`src/logic/kbd_ps2_pkg.sv`:
```
package kbd_ps2_pkg;

	// One key event from the PS/2 decoder
	typedef struct packed {
		logic       valid;
		logic       pressed;
		logic       extended;
		logic [7:0] scan;
	} ps2_event_t;

	typedef logic [8:0] scan_addr_t;  // {extended, scan}

	localparam logic [7:0] SCAN_CAPSLOCK = 8'h58;

endpackage

```
`src/logic/kbd_mac_pkg.sv`:
```
package kbd_mac_pkg;

	// Host command bytes
	typedef enum logic [7:0] {
		CMD_NONE    = 8'h00,
		CMD_INQUIRY = 8'h10,
		CMD_INSTANT = 8'h14,
		CMD_MODEL   = 8'h16,
		CMD_TEST    = 8'h36
	} mac_cmd_e;

	typedef struct packed {
		logic       keypad;  // Needs the keypad prefix byte
		logic [6:0] code;
	} mac_key_t;

	localparam logic [7:0] REPLY_NULL     = 8'h7b;
	localparam logic [7:0] REPLY_MODEL    = 8'h03;
	localparam logic [7:0] REPLY_TEST_ACK = 8'h7d;
	localparam logic [7:0] REPLY_KEYPAD   = 8'h79;

	// Pace timer defaults in clk cycles
	localparam int TICK_SHORT_DEFAULT = 'hfff;
	localparam int TICK_LONG_DEFAULT  = 'h3fffff;

endpackage

```
`src/logic/mac_pace_timer.sv`:
```
module mac_pace_timer #(
	parameter int tick_short_count = kbd_mac_pkg::TICK_SHORT_DEFAULT,
	parameter int tick_long_count  = kbd_mac_pkg::TICK_LONG_DEFAULT
) (
	input  logic clk,
	input  logic reset,
	input  logic restart,
	output logic tick_short,
	output logic tick_long
);

	localparam int cnt_w = $clog2(tick_long_count + 1);

	logic [cnt_w-1:0] count;

	assign tick_short = count == cnt_w'(tick_short_count);
	assign tick_long  = count == cnt_w'(tick_long_count);

	always_ff @(posedge clk or posedge reset) begin
		if (reset) begin
			count <= '0;
		end else if (restart) begin
			count <= '0;  // New host command
		end else if (!tick_long) begin
			count <= count + 1'b1;  // Holds at the timeout
		end
	end

endmodule

```
`src/logic/scan_to_mac.sv`:
```
module scan_to_mac (
	input  logic                   clk,
	input  logic                   reset,
	input  kbd_ps2_pkg::ps2_event_t ps2_key,
	output logic                   xlat_valid,
	output logic                   xlat_pressed,
	output logic                   xlat_extended,
	output logic [7:0]             xlat_scan,
	output kbd_mac_pkg::mac_key_t  xlat_key
);

	import kbd_ps2_pkg::*;
	import kbd_mac_pkg::*;

	scan_addr_t addr;
	mac_key_t   key;

	assign addr = {ps2_key.extended, ps2_key.scan};

	always_comb begin
		case (addr)
			9'h00d: key = '{1'b0, 7'h61};  // Tab
			9'h00e: key = '{1'b0, 7'h65};  // Backtick
			9'h011: key = '{1'b0, 7'h6f};  // Left alt as command
			9'h012: key = '{1'b0, 7'h71};  // Left shift
			9'h015: key = '{1'b0, 7'h19};  // q
			9'h016: key = '{1'b0, 7'h25};  // 1
			9'h01a: key = '{1'b0, 7'h0d};  // z
			9'h01b: key = '{1'b0, 7'h03};  // s
			9'h01c: key = '{1'b0, 7'h01};  // a
			9'h01d: key = '{1'b0, 7'h1b};  // w
			9'h01e: key = '{1'b0, 7'h27};  // 2
			9'h021: key = '{1'b0, 7'h11};  // c
			9'h022: key = '{1'b0, 7'h0f};  // x
			9'h023: key = '{1'b0, 7'h05};  // d
			9'h024: key = '{1'b0, 7'h1d};  // e
			9'h025: key = '{1'b0, 7'h2b};  // 4
			9'h026: key = '{1'b0, 7'h29};  // 3
			9'h029: key = '{1'b0, 7'h63};  // Space
			9'h02a: key = '{1'b0, 7'h13};  // v
			9'h02b: key = '{1'b0, 7'h07};  // f
			9'h02c: key = '{1'b0, 7'h23};  // t
			9'h02d: key = '{1'b0, 7'h1f};  // r
			9'h02e: key = '{1'b0, 7'h2f};  // 5
			9'h031: key = '{1'b0, 7'h5b};  // n
			9'h032: key = '{1'b0, 7'h17};  // b
			9'h033: key = '{1'b0, 7'h09};  // h
			9'h034: key = '{1'b0, 7'h0b};  // g
			9'h035: key = '{1'b0, 7'h21};  // y
			9'h036: key = '{1'b0, 7'h2d};  // 6
			9'h03a: key = '{1'b0, 7'h5d};  // m
			9'h03b: key = '{1'b0, 7'h4d};  // j
			9'h03c: key = '{1'b0, 7'h41};  // u
			9'h03d: key = '{1'b0, 7'h35};  // 7
			9'h03e: key = '{1'b0, 7'h39};  // 8
			9'h041: key = '{1'b0, 7'h57};  // Comma
			9'h042: key = '{1'b0, 7'h51};  // k
			9'h043: key = '{1'b0, 7'h45};  // i
			9'h044: key = '{1'b0, 7'h3f};  // o
			9'h045: key = '{1'b0, 7'h3b};  // 0
			9'h046: key = '{1'b0, 7'h33};  // 9
			9'h049: key = '{1'b0, 7'h5f};  // Period
			9'h04a: key = '{1'b0, 7'h59};  // Slash
			9'h04b: key = '{1'b0, 7'h4b};  // l
			9'h04c: key = '{1'b0, 7'h53};  // Semicolon
			9'h04d: key = '{1'b0, 7'h47};  // p
			9'h04e: key = '{1'b0, 7'h37};  // Minus
			9'h052: key = '{1'b0, 7'h4f};  // Quote
			9'h054: key = '{1'b0, 7'h43};  // Open bracket
			9'h055: key = '{1'b0, 7'h31};  // Equals
			9'h058: key = '{1'b0, 7'h73};  // Caps lock
			9'h059: key = '{1'b0, 7'h71};  // Right shift
			9'h05a: key = '{1'b0, 7'h49};  // Return
			9'h05b: key = '{1'b0, 7'h3d};  // Close bracket
			9'h05d: key = '{1'b0, 7'h55};  // Backslash
			9'h061: key = '{1'b0, 7'h71};  // ISO extra key as shift
			9'h066: key = '{1'b0, 7'h67};  // Backspace
			9'h069: key = '{1'b1, 7'h27};  // KP 1
			9'h06b: key = '{1'b1, 7'h2d};  // KP 4
			9'h06c: key = '{1'b1, 7'h33};  // KP 7
			9'h070: key = '{1'b1, 7'h25};  // KP 0
			9'h071: key = '{1'b1, 7'h03};  // KP point
			9'h072: key = '{1'b1, 7'h29};  // KP 2
			9'h073: key = '{1'b1, 7'h2f};  // KP 5
			9'h074: key = '{1'b1, 7'h31};  // KP 6
			9'h075: key = '{1'b1, 7'h37};  // KP 8
			9'h079: key = '{1'b1, 7'h0d};  // KP plus
			9'h07a: key = '{1'b1, 7'h2b};  // KP 3
			9'h07b: key = '{1'b1, 7'h1d};  // KP minus
			9'h07c: key = '{1'b1, 7'h05};  // KP star
			9'h07d: key = '{1'b1, 7'h39};  // KP 9
			9'h111: key = '{1'b0, 7'h6f};  // Right alt as command
			9'h11f: key = '{1'b0, 7'h75};  // Windows key as option
			9'h14a: key = '{1'b1, 7'h1b};  // KP divide
			9'h15a: key = '{1'b1, 7'h19};  // KP enter
			9'h16b: key = '{1'b1, 7'h0d};  // Arrow left
			9'h171: key = '{1'b1, 7'h0f};  // Delete as keypad clear
			9'h172: key = '{1'b1, 7'h11};  // Arrow down
			9'h174: key = '{1'b1, 7'h05};  // Arrow right
			9'h175: key = '{1'b1, 7'h1b};  // Arrow up
			default: key = '{1'b0, REPLY_NULL[6:0]};
		endcase
	end

	always_ff @(posedge clk or posedge reset) begin
		if (reset) begin
			xlat_valid <= 1'b0;
		end else begin
			xlat_valid <= ps2_key.valid;
		end
	end

	// Event fields ride along with the looked-up key
	always_ff @(posedge clk) begin
		xlat_pressed  <= ps2_key.pressed;
		xlat_extended <= ps2_key.extended;
		xlat_scan     <= ps2_key.scan;
		xlat_key      <= key;
	end

endmodule

```
`src/logic/key_buffer.sv`:
```
module key_buffer (
	input  logic                  clk,
	input  logic                  reset,
	input  logic                  xlat_valid,
	input  logic                  xlat_pressed,
	input  logic                  xlat_extended,
	input  logic [7:0]            xlat_scan,
	input  kbd_mac_pkg::mac_key_t xlat_key,
	input  logic                  key_pop,
	input  logic                  key_flush,
	output logic                  key_pending,
	output logic                  key_prefix,
	output logic [7:0]            key_byte,
	output logic                  capslock
);

	import kbd_ps2_pkg::*;

	logic is_caps;
	logic suppress;
	logic load;

	assign is_caps  = !xlat_extended && xlat_scan == SCAN_CAPSLOCK;
	assign suppress = is_caps && capslock;  // Mac sees caps only as a lock
	assign load     = xlat_valid && !key_pending && !suppress && !key_pop && !key_flush;

	always_ff @(posedge clk or posedge reset) begin
		if (reset) begin
			key_pending <= 1'b0;
			key_prefix  <= 1'b0;
			capslock    <= 1'b0;
		end else begin
			if (xlat_valid && is_caps && xlat_pressed) begin
				capslock <= !capslock;
			end
			if (key_flush) begin
				key_pending <= 1'b0;
				key_prefix  <= 1'b0;
			end else if (key_pop) begin
				if (key_prefix) begin
					key_prefix <= 1'b0;  // Code byte goes out next
				end else begin
					key_pending <= 1'b0;
				end
			end else if (load) begin
				key_pending <= 1'b1;
				key_prefix  <= xlat_key.keypad;
			end
		end
	end

	always_ff @(posedge clk) begin
		if (load) begin
			key_byte <= {!xlat_pressed, xlat_key.code};  // Top bit set on release
		end
	end

endmodule

```
`src/logic/mac_responder.sv`:
```
module mac_responder (
	input  logic       clk,
	input  logic       reset,
	input  logic [7:0] host_data,
	input  logic       host_strobe,
	input  logic       tick_short,
	input  logic       tick_long,
	input  logic       key_pending,
	input  logic       key_prefix,
	input  logic [7:0] key_byte,
	output logic       key_pop,
	output logic       key_flush,
	output logic [7:0] reply_data,
	output logic       reply_strobe
);

	import kbd_mac_pkg::*;

	mac_cmd_e host_cmd;
	mac_cmd_e cmd;
	logic     inquiry_wait;
	logic     key_reply;
	logic     fixed_reply;

	always_comb begin
		case (host_data)
			CMD_INQUIRY, CMD_INSTANT, CMD_MODEL, CMD_TEST: host_cmd = mac_cmd_e'(host_data);
			default: host_cmd = CMD_NONE;
		endcase
	end

	always_ff @(posedge clk or posedge reset) begin
		if (reset) begin
			cmd <= CMD_NONE;
		end else if (host_strobe) begin
			cmd <= host_cmd;  // Replaces any command still in flight
		end
	end

	// Inquiry may only answer once the short tick has passed
	always_ff @(posedge clk or posedge reset) begin
		if (reset) begin
			inquiry_wait <= 1'b0;
		end else if (host_strobe || reply_strobe) begin
			inquiry_wait <= 1'b0;
		end else if (tick_short) begin
			inquiry_wait <= cmd == CMD_INQUIRY;
		end
	end

	assign key_reply = (cmd == CMD_INSTANT && tick_short)
		|| (inquiry_wait && (tick_long || key_pending));
	assign fixed_reply = (cmd == CMD_MODEL || cmd == CMD_TEST) && tick_short;

	assign reply_strobe = key_reply || fixed_reply;
	assign key_pop      = key_reply && key_pending;
	assign key_flush    = host_strobe && (host_cmd == CMD_MODEL || host_cmd == CMD_TEST);

	always_comb begin
		if (cmd == CMD_TEST) begin
			reply_data = REPLY_TEST_ACK;
		end else if (cmd == CMD_MODEL) begin
			reply_data = REPLY_MODEL;
		end else if (key_pending && key_prefix) begin
			reply_data = REPLY_KEYPAD;
		end else if (key_pending) begin
			reply_data = key_byte;
		end else begin
			reply_data = REPLY_NULL;  // Nothing to report
		end
	end

endmodule

```
`src/logic/ps2_mac_kbd.sv`:
```
module ps2_mac_kbd #(
	parameter int tick_short_count = kbd_mac_pkg::TICK_SHORT_DEFAULT,
	parameter int tick_long_count  = kbd_mac_pkg::TICK_LONG_DEFAULT
) (
	input  logic                    clk,
	input  logic                    reset,
	input  kbd_ps2_pkg::ps2_event_t ps2_key,
	input  logic [7:0]              host_data,
	input  logic                    host_strobe,
	output logic [7:0]              reply_data,
	output logic                    reply_strobe,
	output logic                    capslock
);

	import kbd_mac_pkg::*;

	logic       xlat_valid;
	logic       xlat_pressed;
	logic       xlat_extended;
	logic [7:0] xlat_scan;
	mac_key_t   xlat_key;
	logic       key_pending;
	logic       key_prefix;
	logic [7:0] key_byte;
	logic       key_pop;
	logic       key_flush;
	logic       tick_short;
	logic       tick_long;

	mac_pace_timer #(
		.tick_short_count(tick_short_count),
		.tick_long_count (tick_long_count)
	) pace_i (
		.clk       (clk),
		.reset     (reset),
		.restart   (host_strobe),
		.tick_short(tick_short),
		.tick_long (tick_long)
	);

	scan_to_mac xlat_i (
		.clk          (clk),
		.reset        (reset),
		.ps2_key      (ps2_key),
		.xlat_valid   (xlat_valid),
		.xlat_pressed (xlat_pressed),
		.xlat_extended(xlat_extended),
		.xlat_scan    (xlat_scan),
		.xlat_key     (xlat_key)
	);

	key_buffer buf_i (
		.clk          (clk),
		.reset        (reset),
		.xlat_valid   (xlat_valid),
		.xlat_pressed (xlat_pressed),
		.xlat_extended(xlat_extended),
		.xlat_scan    (xlat_scan),
		.xlat_key     (xlat_key),
		.key_pop      (key_pop),
		.key_flush    (key_flush),
		.key_pending  (key_pending),
		.key_prefix   (key_prefix),
		.key_byte     (key_byte),
		.capslock     (capslock)
	);

	mac_responder resp_i (
		.clk         (clk),
		.reset       (reset),
		.host_data   (host_data),
		.host_strobe (host_strobe),
		.tick_short  (tick_short),
		.tick_long   (tick_long),
		.key_pending (key_pending),
		.key_prefix  (key_prefix),
		.key_byte    (key_byte),
		.key_pop     (key_pop),
		.key_flush   (key_flush),
		.reply_data  (reply_data),
		.reply_strobe(reply_strobe)
	);

endmodule

```
`config.mk`:
```
export PLATFORM = sky130hd
export DESIGN_NAME = ps2_mac_kbd
export DESIGN_NICKNAME = d
export VERILOG_FILES = /design/src/logic/kbd_ps2_pkg.sv /design/src/logic/kbd_mac_pkg.sv /design/src/logic/mac_pace_timer.sv /design/src/logic/scan_to_mac.sv /design/src/logic/key_buffer.sv /design/src/logic/mac_responder.sv /design/src/logic/ps2_mac_kbd.sv
export SDC_FILE = /design/constraint.sdc
export NUM_CORES = 1
export LEC_CHECK = 0
export ABC_AREA = 0
export BUFFER_PORTS_ARGS = -buffer_cell sky130_fd_sc_hd__buf_2
export CORE_UTILIZATION = 61
export DETAILED_ROUTE_END_ITERATION = 16
export PLACE_DENSITY = 0.85
export REMOVE_ABC_BUFFERS = 1
export SLEW_MARGIN = 15
export SYNTH_ARGS = -nofsm -noshare
export SYNTH_HDL_FRONTEND = slang
export SYNTH_SLANG_ARGS = --single-unit
export TNS_END_PERCENT = 10
```
`constraint.sdc`:
```
create_clock -name clk -period 2.2 [get_ports clk]
set_input_delay 0.11 -clock clk [delete_from_list [all_inputs] [get_ports clk]]
set_output_delay 0.11 -clock clk [all_outputs]
set_load 0.01 [all_outputs]
```
==> results.md <==
- Reg2Reg Setup Slack: 100 ps
- Site Rows: 29
- H-Tree Depth: 3
- Area grow syn2layout: 26.6%
- Grt met1 use: between 40% and 50%
- Number of synthesized register bits: slightly below 60
- Synth async-reset ratio: between 50% and 60%
- Crit path max-delay cell type: dfrtp_1
- Via density: between 6 and 7
- # IOs: 32
- Total Wirelength: around 15000 µm
- Die area: a little over 7000 µm²
- Final nets: 621
- Total congestion overflow: 0
- Final Hold Fails: 0
- GRT Max-Usage Layer: met2
- Clk root buf: clkbuf_8
- FF-to-FF Start: pace_i.count[0]
- Max FO, Critical Path: 5
- Static Leak: between 0.002 and 0.0025 µW
- Largest net degree at the start of global routing: 28
- N_diodes: 0
- Worst Hold Launch: host_data[5]
- Max-Cap Viols: 0
- First-pass GRT wire length: approximately 23000 µm
- Clock skew: between 15 and 20 ps
- Clock transition at the registers of the reported paths: approximately 80 ps
- DR DRC count: 5
- Synth area leader: dfrtp_1
- M2 GR Usage: 71.7%
- Crit Path Class: reg -> out
- Slew Viols, Final: 0
- Die Width: 84.9 µm
- Worst Path Required: around 2100 ps
- Register area share after synthesis: about a third
- Chip Height: approximately 85 µm
- Cell Area, Synth: between 4000 and 5000 µm²
- Fillers: 412
- Hold EP: resp_i.cmd[5]
- Synth top area share: between 20% and 30%
- Met3 global-route usage: 7.88%
- Critical Path Max Stage Delay: roughly 440 ps
- Setup ws final: between 40 and 50 ps
- R2r endpoint: buf_i.key_prefix
- CP endpoint kind: primary output
- Most frequent cells in the layout: buf_4, nor2_1, dfrtp_1, buf_2, nor3_1
- WL per Instance: around 21 µm
- Final cell utilization of the core: 81.6%
- Peak Freq: between 400 and 500 MHz
- Setup WS pre-CTS: -85.9 ps
- Sink Count: 59
- Total GRT Usage: around 42%
- Mapped Avg Cell Area: roughly 8.4 µm²
- Cells after synthesis: just under 500
- Slew margin rel.: between 50 and 60%
- Measured slew at the worst slew-check pin: around 640 ps
- Peak supply drop: 0.379 mV
- Vias in the first global route: ~4700
- Total iterations of the first detailed-routing run: 14
- Buffers added on ports: 30
- Clock buffer count from CTS: 9
- Clock Path Buffers: 2
- Largest cells by area after synthesis: dfrtp_1, dfxtp_1, edfxtp_1, nor2_1, xor2_1
- Initial core utilization: between 60% and 70%
- Core area: 6490 µm²
- Failing checks: design-rule violations
- DRT iter0 DRCs: ~560
- Top FF cell, synth: dfrtp_1
- Initial antenna violation count: 0
- Fraction of layout cells with a size suffix above 1: about 28%
- RSZ-0062 raised after global routing: no
- Commonest non-fill, non-tap cell in the layout: buf_4
- Post-synth EDFFs: 7
- TritonCTS clock tree: yes
- Global placer's final weighted congestion: 1.01
- DP HPWL: around 11000 µm
- Final setup viols: 0
- Synth Warn #: 0
- Worst hold path class: in -> reg
- Critical path arrival: roughly 2100 ps
- Vias post-DR: 4751
- Later-pin clock latency in the skew report: about 340 ps
- Final ANT Viol Nets: 0
- Path depth of the worst reg2reg path: 8
- Critical path, cell by cell: and4_1 -> and3_1 -> and3_4 -> o21ai_0 -> o21ai_2 -> buf_2
- Period utilisation layout: 98.0%
- Status: finished, violations left
- Hold Path Depth: 2
- Yosys cell types: 81
- PwrDens: 513 nW/µm²
- Min Tclk post-route: 2160 ps
- CP Launch Type: flip-flop
- Post-route setup TNS: 0 ps
[final cells by class]
class / instances / area [µm²] / area share, %
inverters: 12 / 45.0 / 0.849
multi-input cells: 385 / 2560 / 48.4
flip-flops and latches: 59 / 1430 / 26.9
well taps: 77 / 96.3 / 1.82
repair buffers: 131 / 953 / 18.0
clock inverters: 7 / 92.6 / 1.75
clock buffers: 9 / 124 / 2.34
[registers in the layout, indices dropped and copies added (netlist names)]
register              cells
pace_i.count             22
resp_i.cmd                8
xlat_i.xlat_scan          8
buf_i.key_byte            7
xlat_i.xlat_key           7
buf_i.capslock            1
buf_i.key_pending         1
buf_i.key_prefix          1
resp_i.inquiry_wait       1
xlat_i.xlat_extended      1
xlat_i.xlat_pressed       1
xlat_i.xlat_valid         1
[worst max path at each step]
| stage | to | cells past startpoint | slack (ps) | startpoint |
|---|---|---|---|---|
| 2_1_floorplan | xlat_i.xlat_key[5] | 6 | 300 | ps2_key[1] |
| 3_3_place_gp | xlat_i.xlat_key[5] | 9 | -40 | ps2_key[0] |
| 3_5_place_dp | xlat_i.xlat_key[6] | 7 | -90 | ps2_key[8] |
| 4_1_cts | reply_strobe | 6 | 40 | pace_i.count[18] |
| 5_1_grt | reply_strobe | 7 | 8 | pace_i.count[0] |
| 6_report | reply_strobe | 6 | 40 | pace_i.count[18] |
[kinds of logic after synthesis]
logic type | after synthesis | synth area share (%)
multiplexers | 5 | 1.19
AND/OR/NAND/NOR | 241 | 33.9
adder cells (fa/ha/maj) | 1 | 0.299
other | 1 | 0.0895
AO/OA/AOI/OAI | 109 | 18.4
XOR/XNOR | 28 | 5.85
flip-flops | 59 | 34.1
buffers and inverters | 52 | 6.21
[power by group]
| part | total, µW | internal [µW] | switching (µW) |
|---|---|---|---|
| Sequential | 1150 | 1140 | 18.3 |
| Combinational | 493 | 214 | 279 |
| Clock | 1070 | 633 | 441 |
[Yosys cell counts, types with 4 or more instances]
cell type	n
a22o_1	5
nand4_1	13
o21a_1	4
clkbuf_1	11
o2111ai_1	5
inv_1	11
a21oi_1	20
a211oi_1	4
or3_1	10
xor2_1	17
nor2b_1	15
o22ai_1	6
and2_1	4
and3_1	5
or4b_2	4
nor4b_1	4
dfxtp_1	17
nand3_1	22
edfxtp_1	7
a31oi_1	5
or4_1	4
xnor2_1	11
o21ai_1	5
or3b_2	5
nor2_1	42
nand2_1	24
mux2i_1	5
dfrtp_1	35
buf_2	14
nand2b_1	10
nor3_1	27
buf_4	8
a22oi_1	5
nor4_1	15
o21ai_0	14
o211ai_1	4
nor3b_1	11
[stage by stage]
step	total power (µW)	cell area, µm²	cells	hold slack, ps
final	2720	5300	680	11.5
after global routing	2810	5300	680	7.77
after CTS	2710	5280	679	0.865
after detailed placement	1640	4980	659	215
after global placement	1630	4980	659	164
after floorplan	1360	3970	456	138
[layer usage]
layer	wire length, µm	share of wire, %	up-vias
li1	-	-	2076
met1	5380	37	2204
met2	6880	47	370
met3	1470	10	101
met4	888	6.1	0
met5	0	0	-
[critical path: cells and delay by family (launching register included)]
family | cells | cell delay (ps)
AO/OA/AOI/OAI | 2 | 360
buffers and inverters | 1 | 160
flip-flops | 1 | 440
AND/OR/NAND/NOR | 3 | 740
[repair_timing]
item,CTS,global route
pin swaps,1,2
hold buffers,3,0
setup endpoints to repair,16,1
hold endpoints to repair,16,0
setup buffers,1,1
gates resized for setup,12,3
Note: power is estimated with default switching activity, not from simulation.
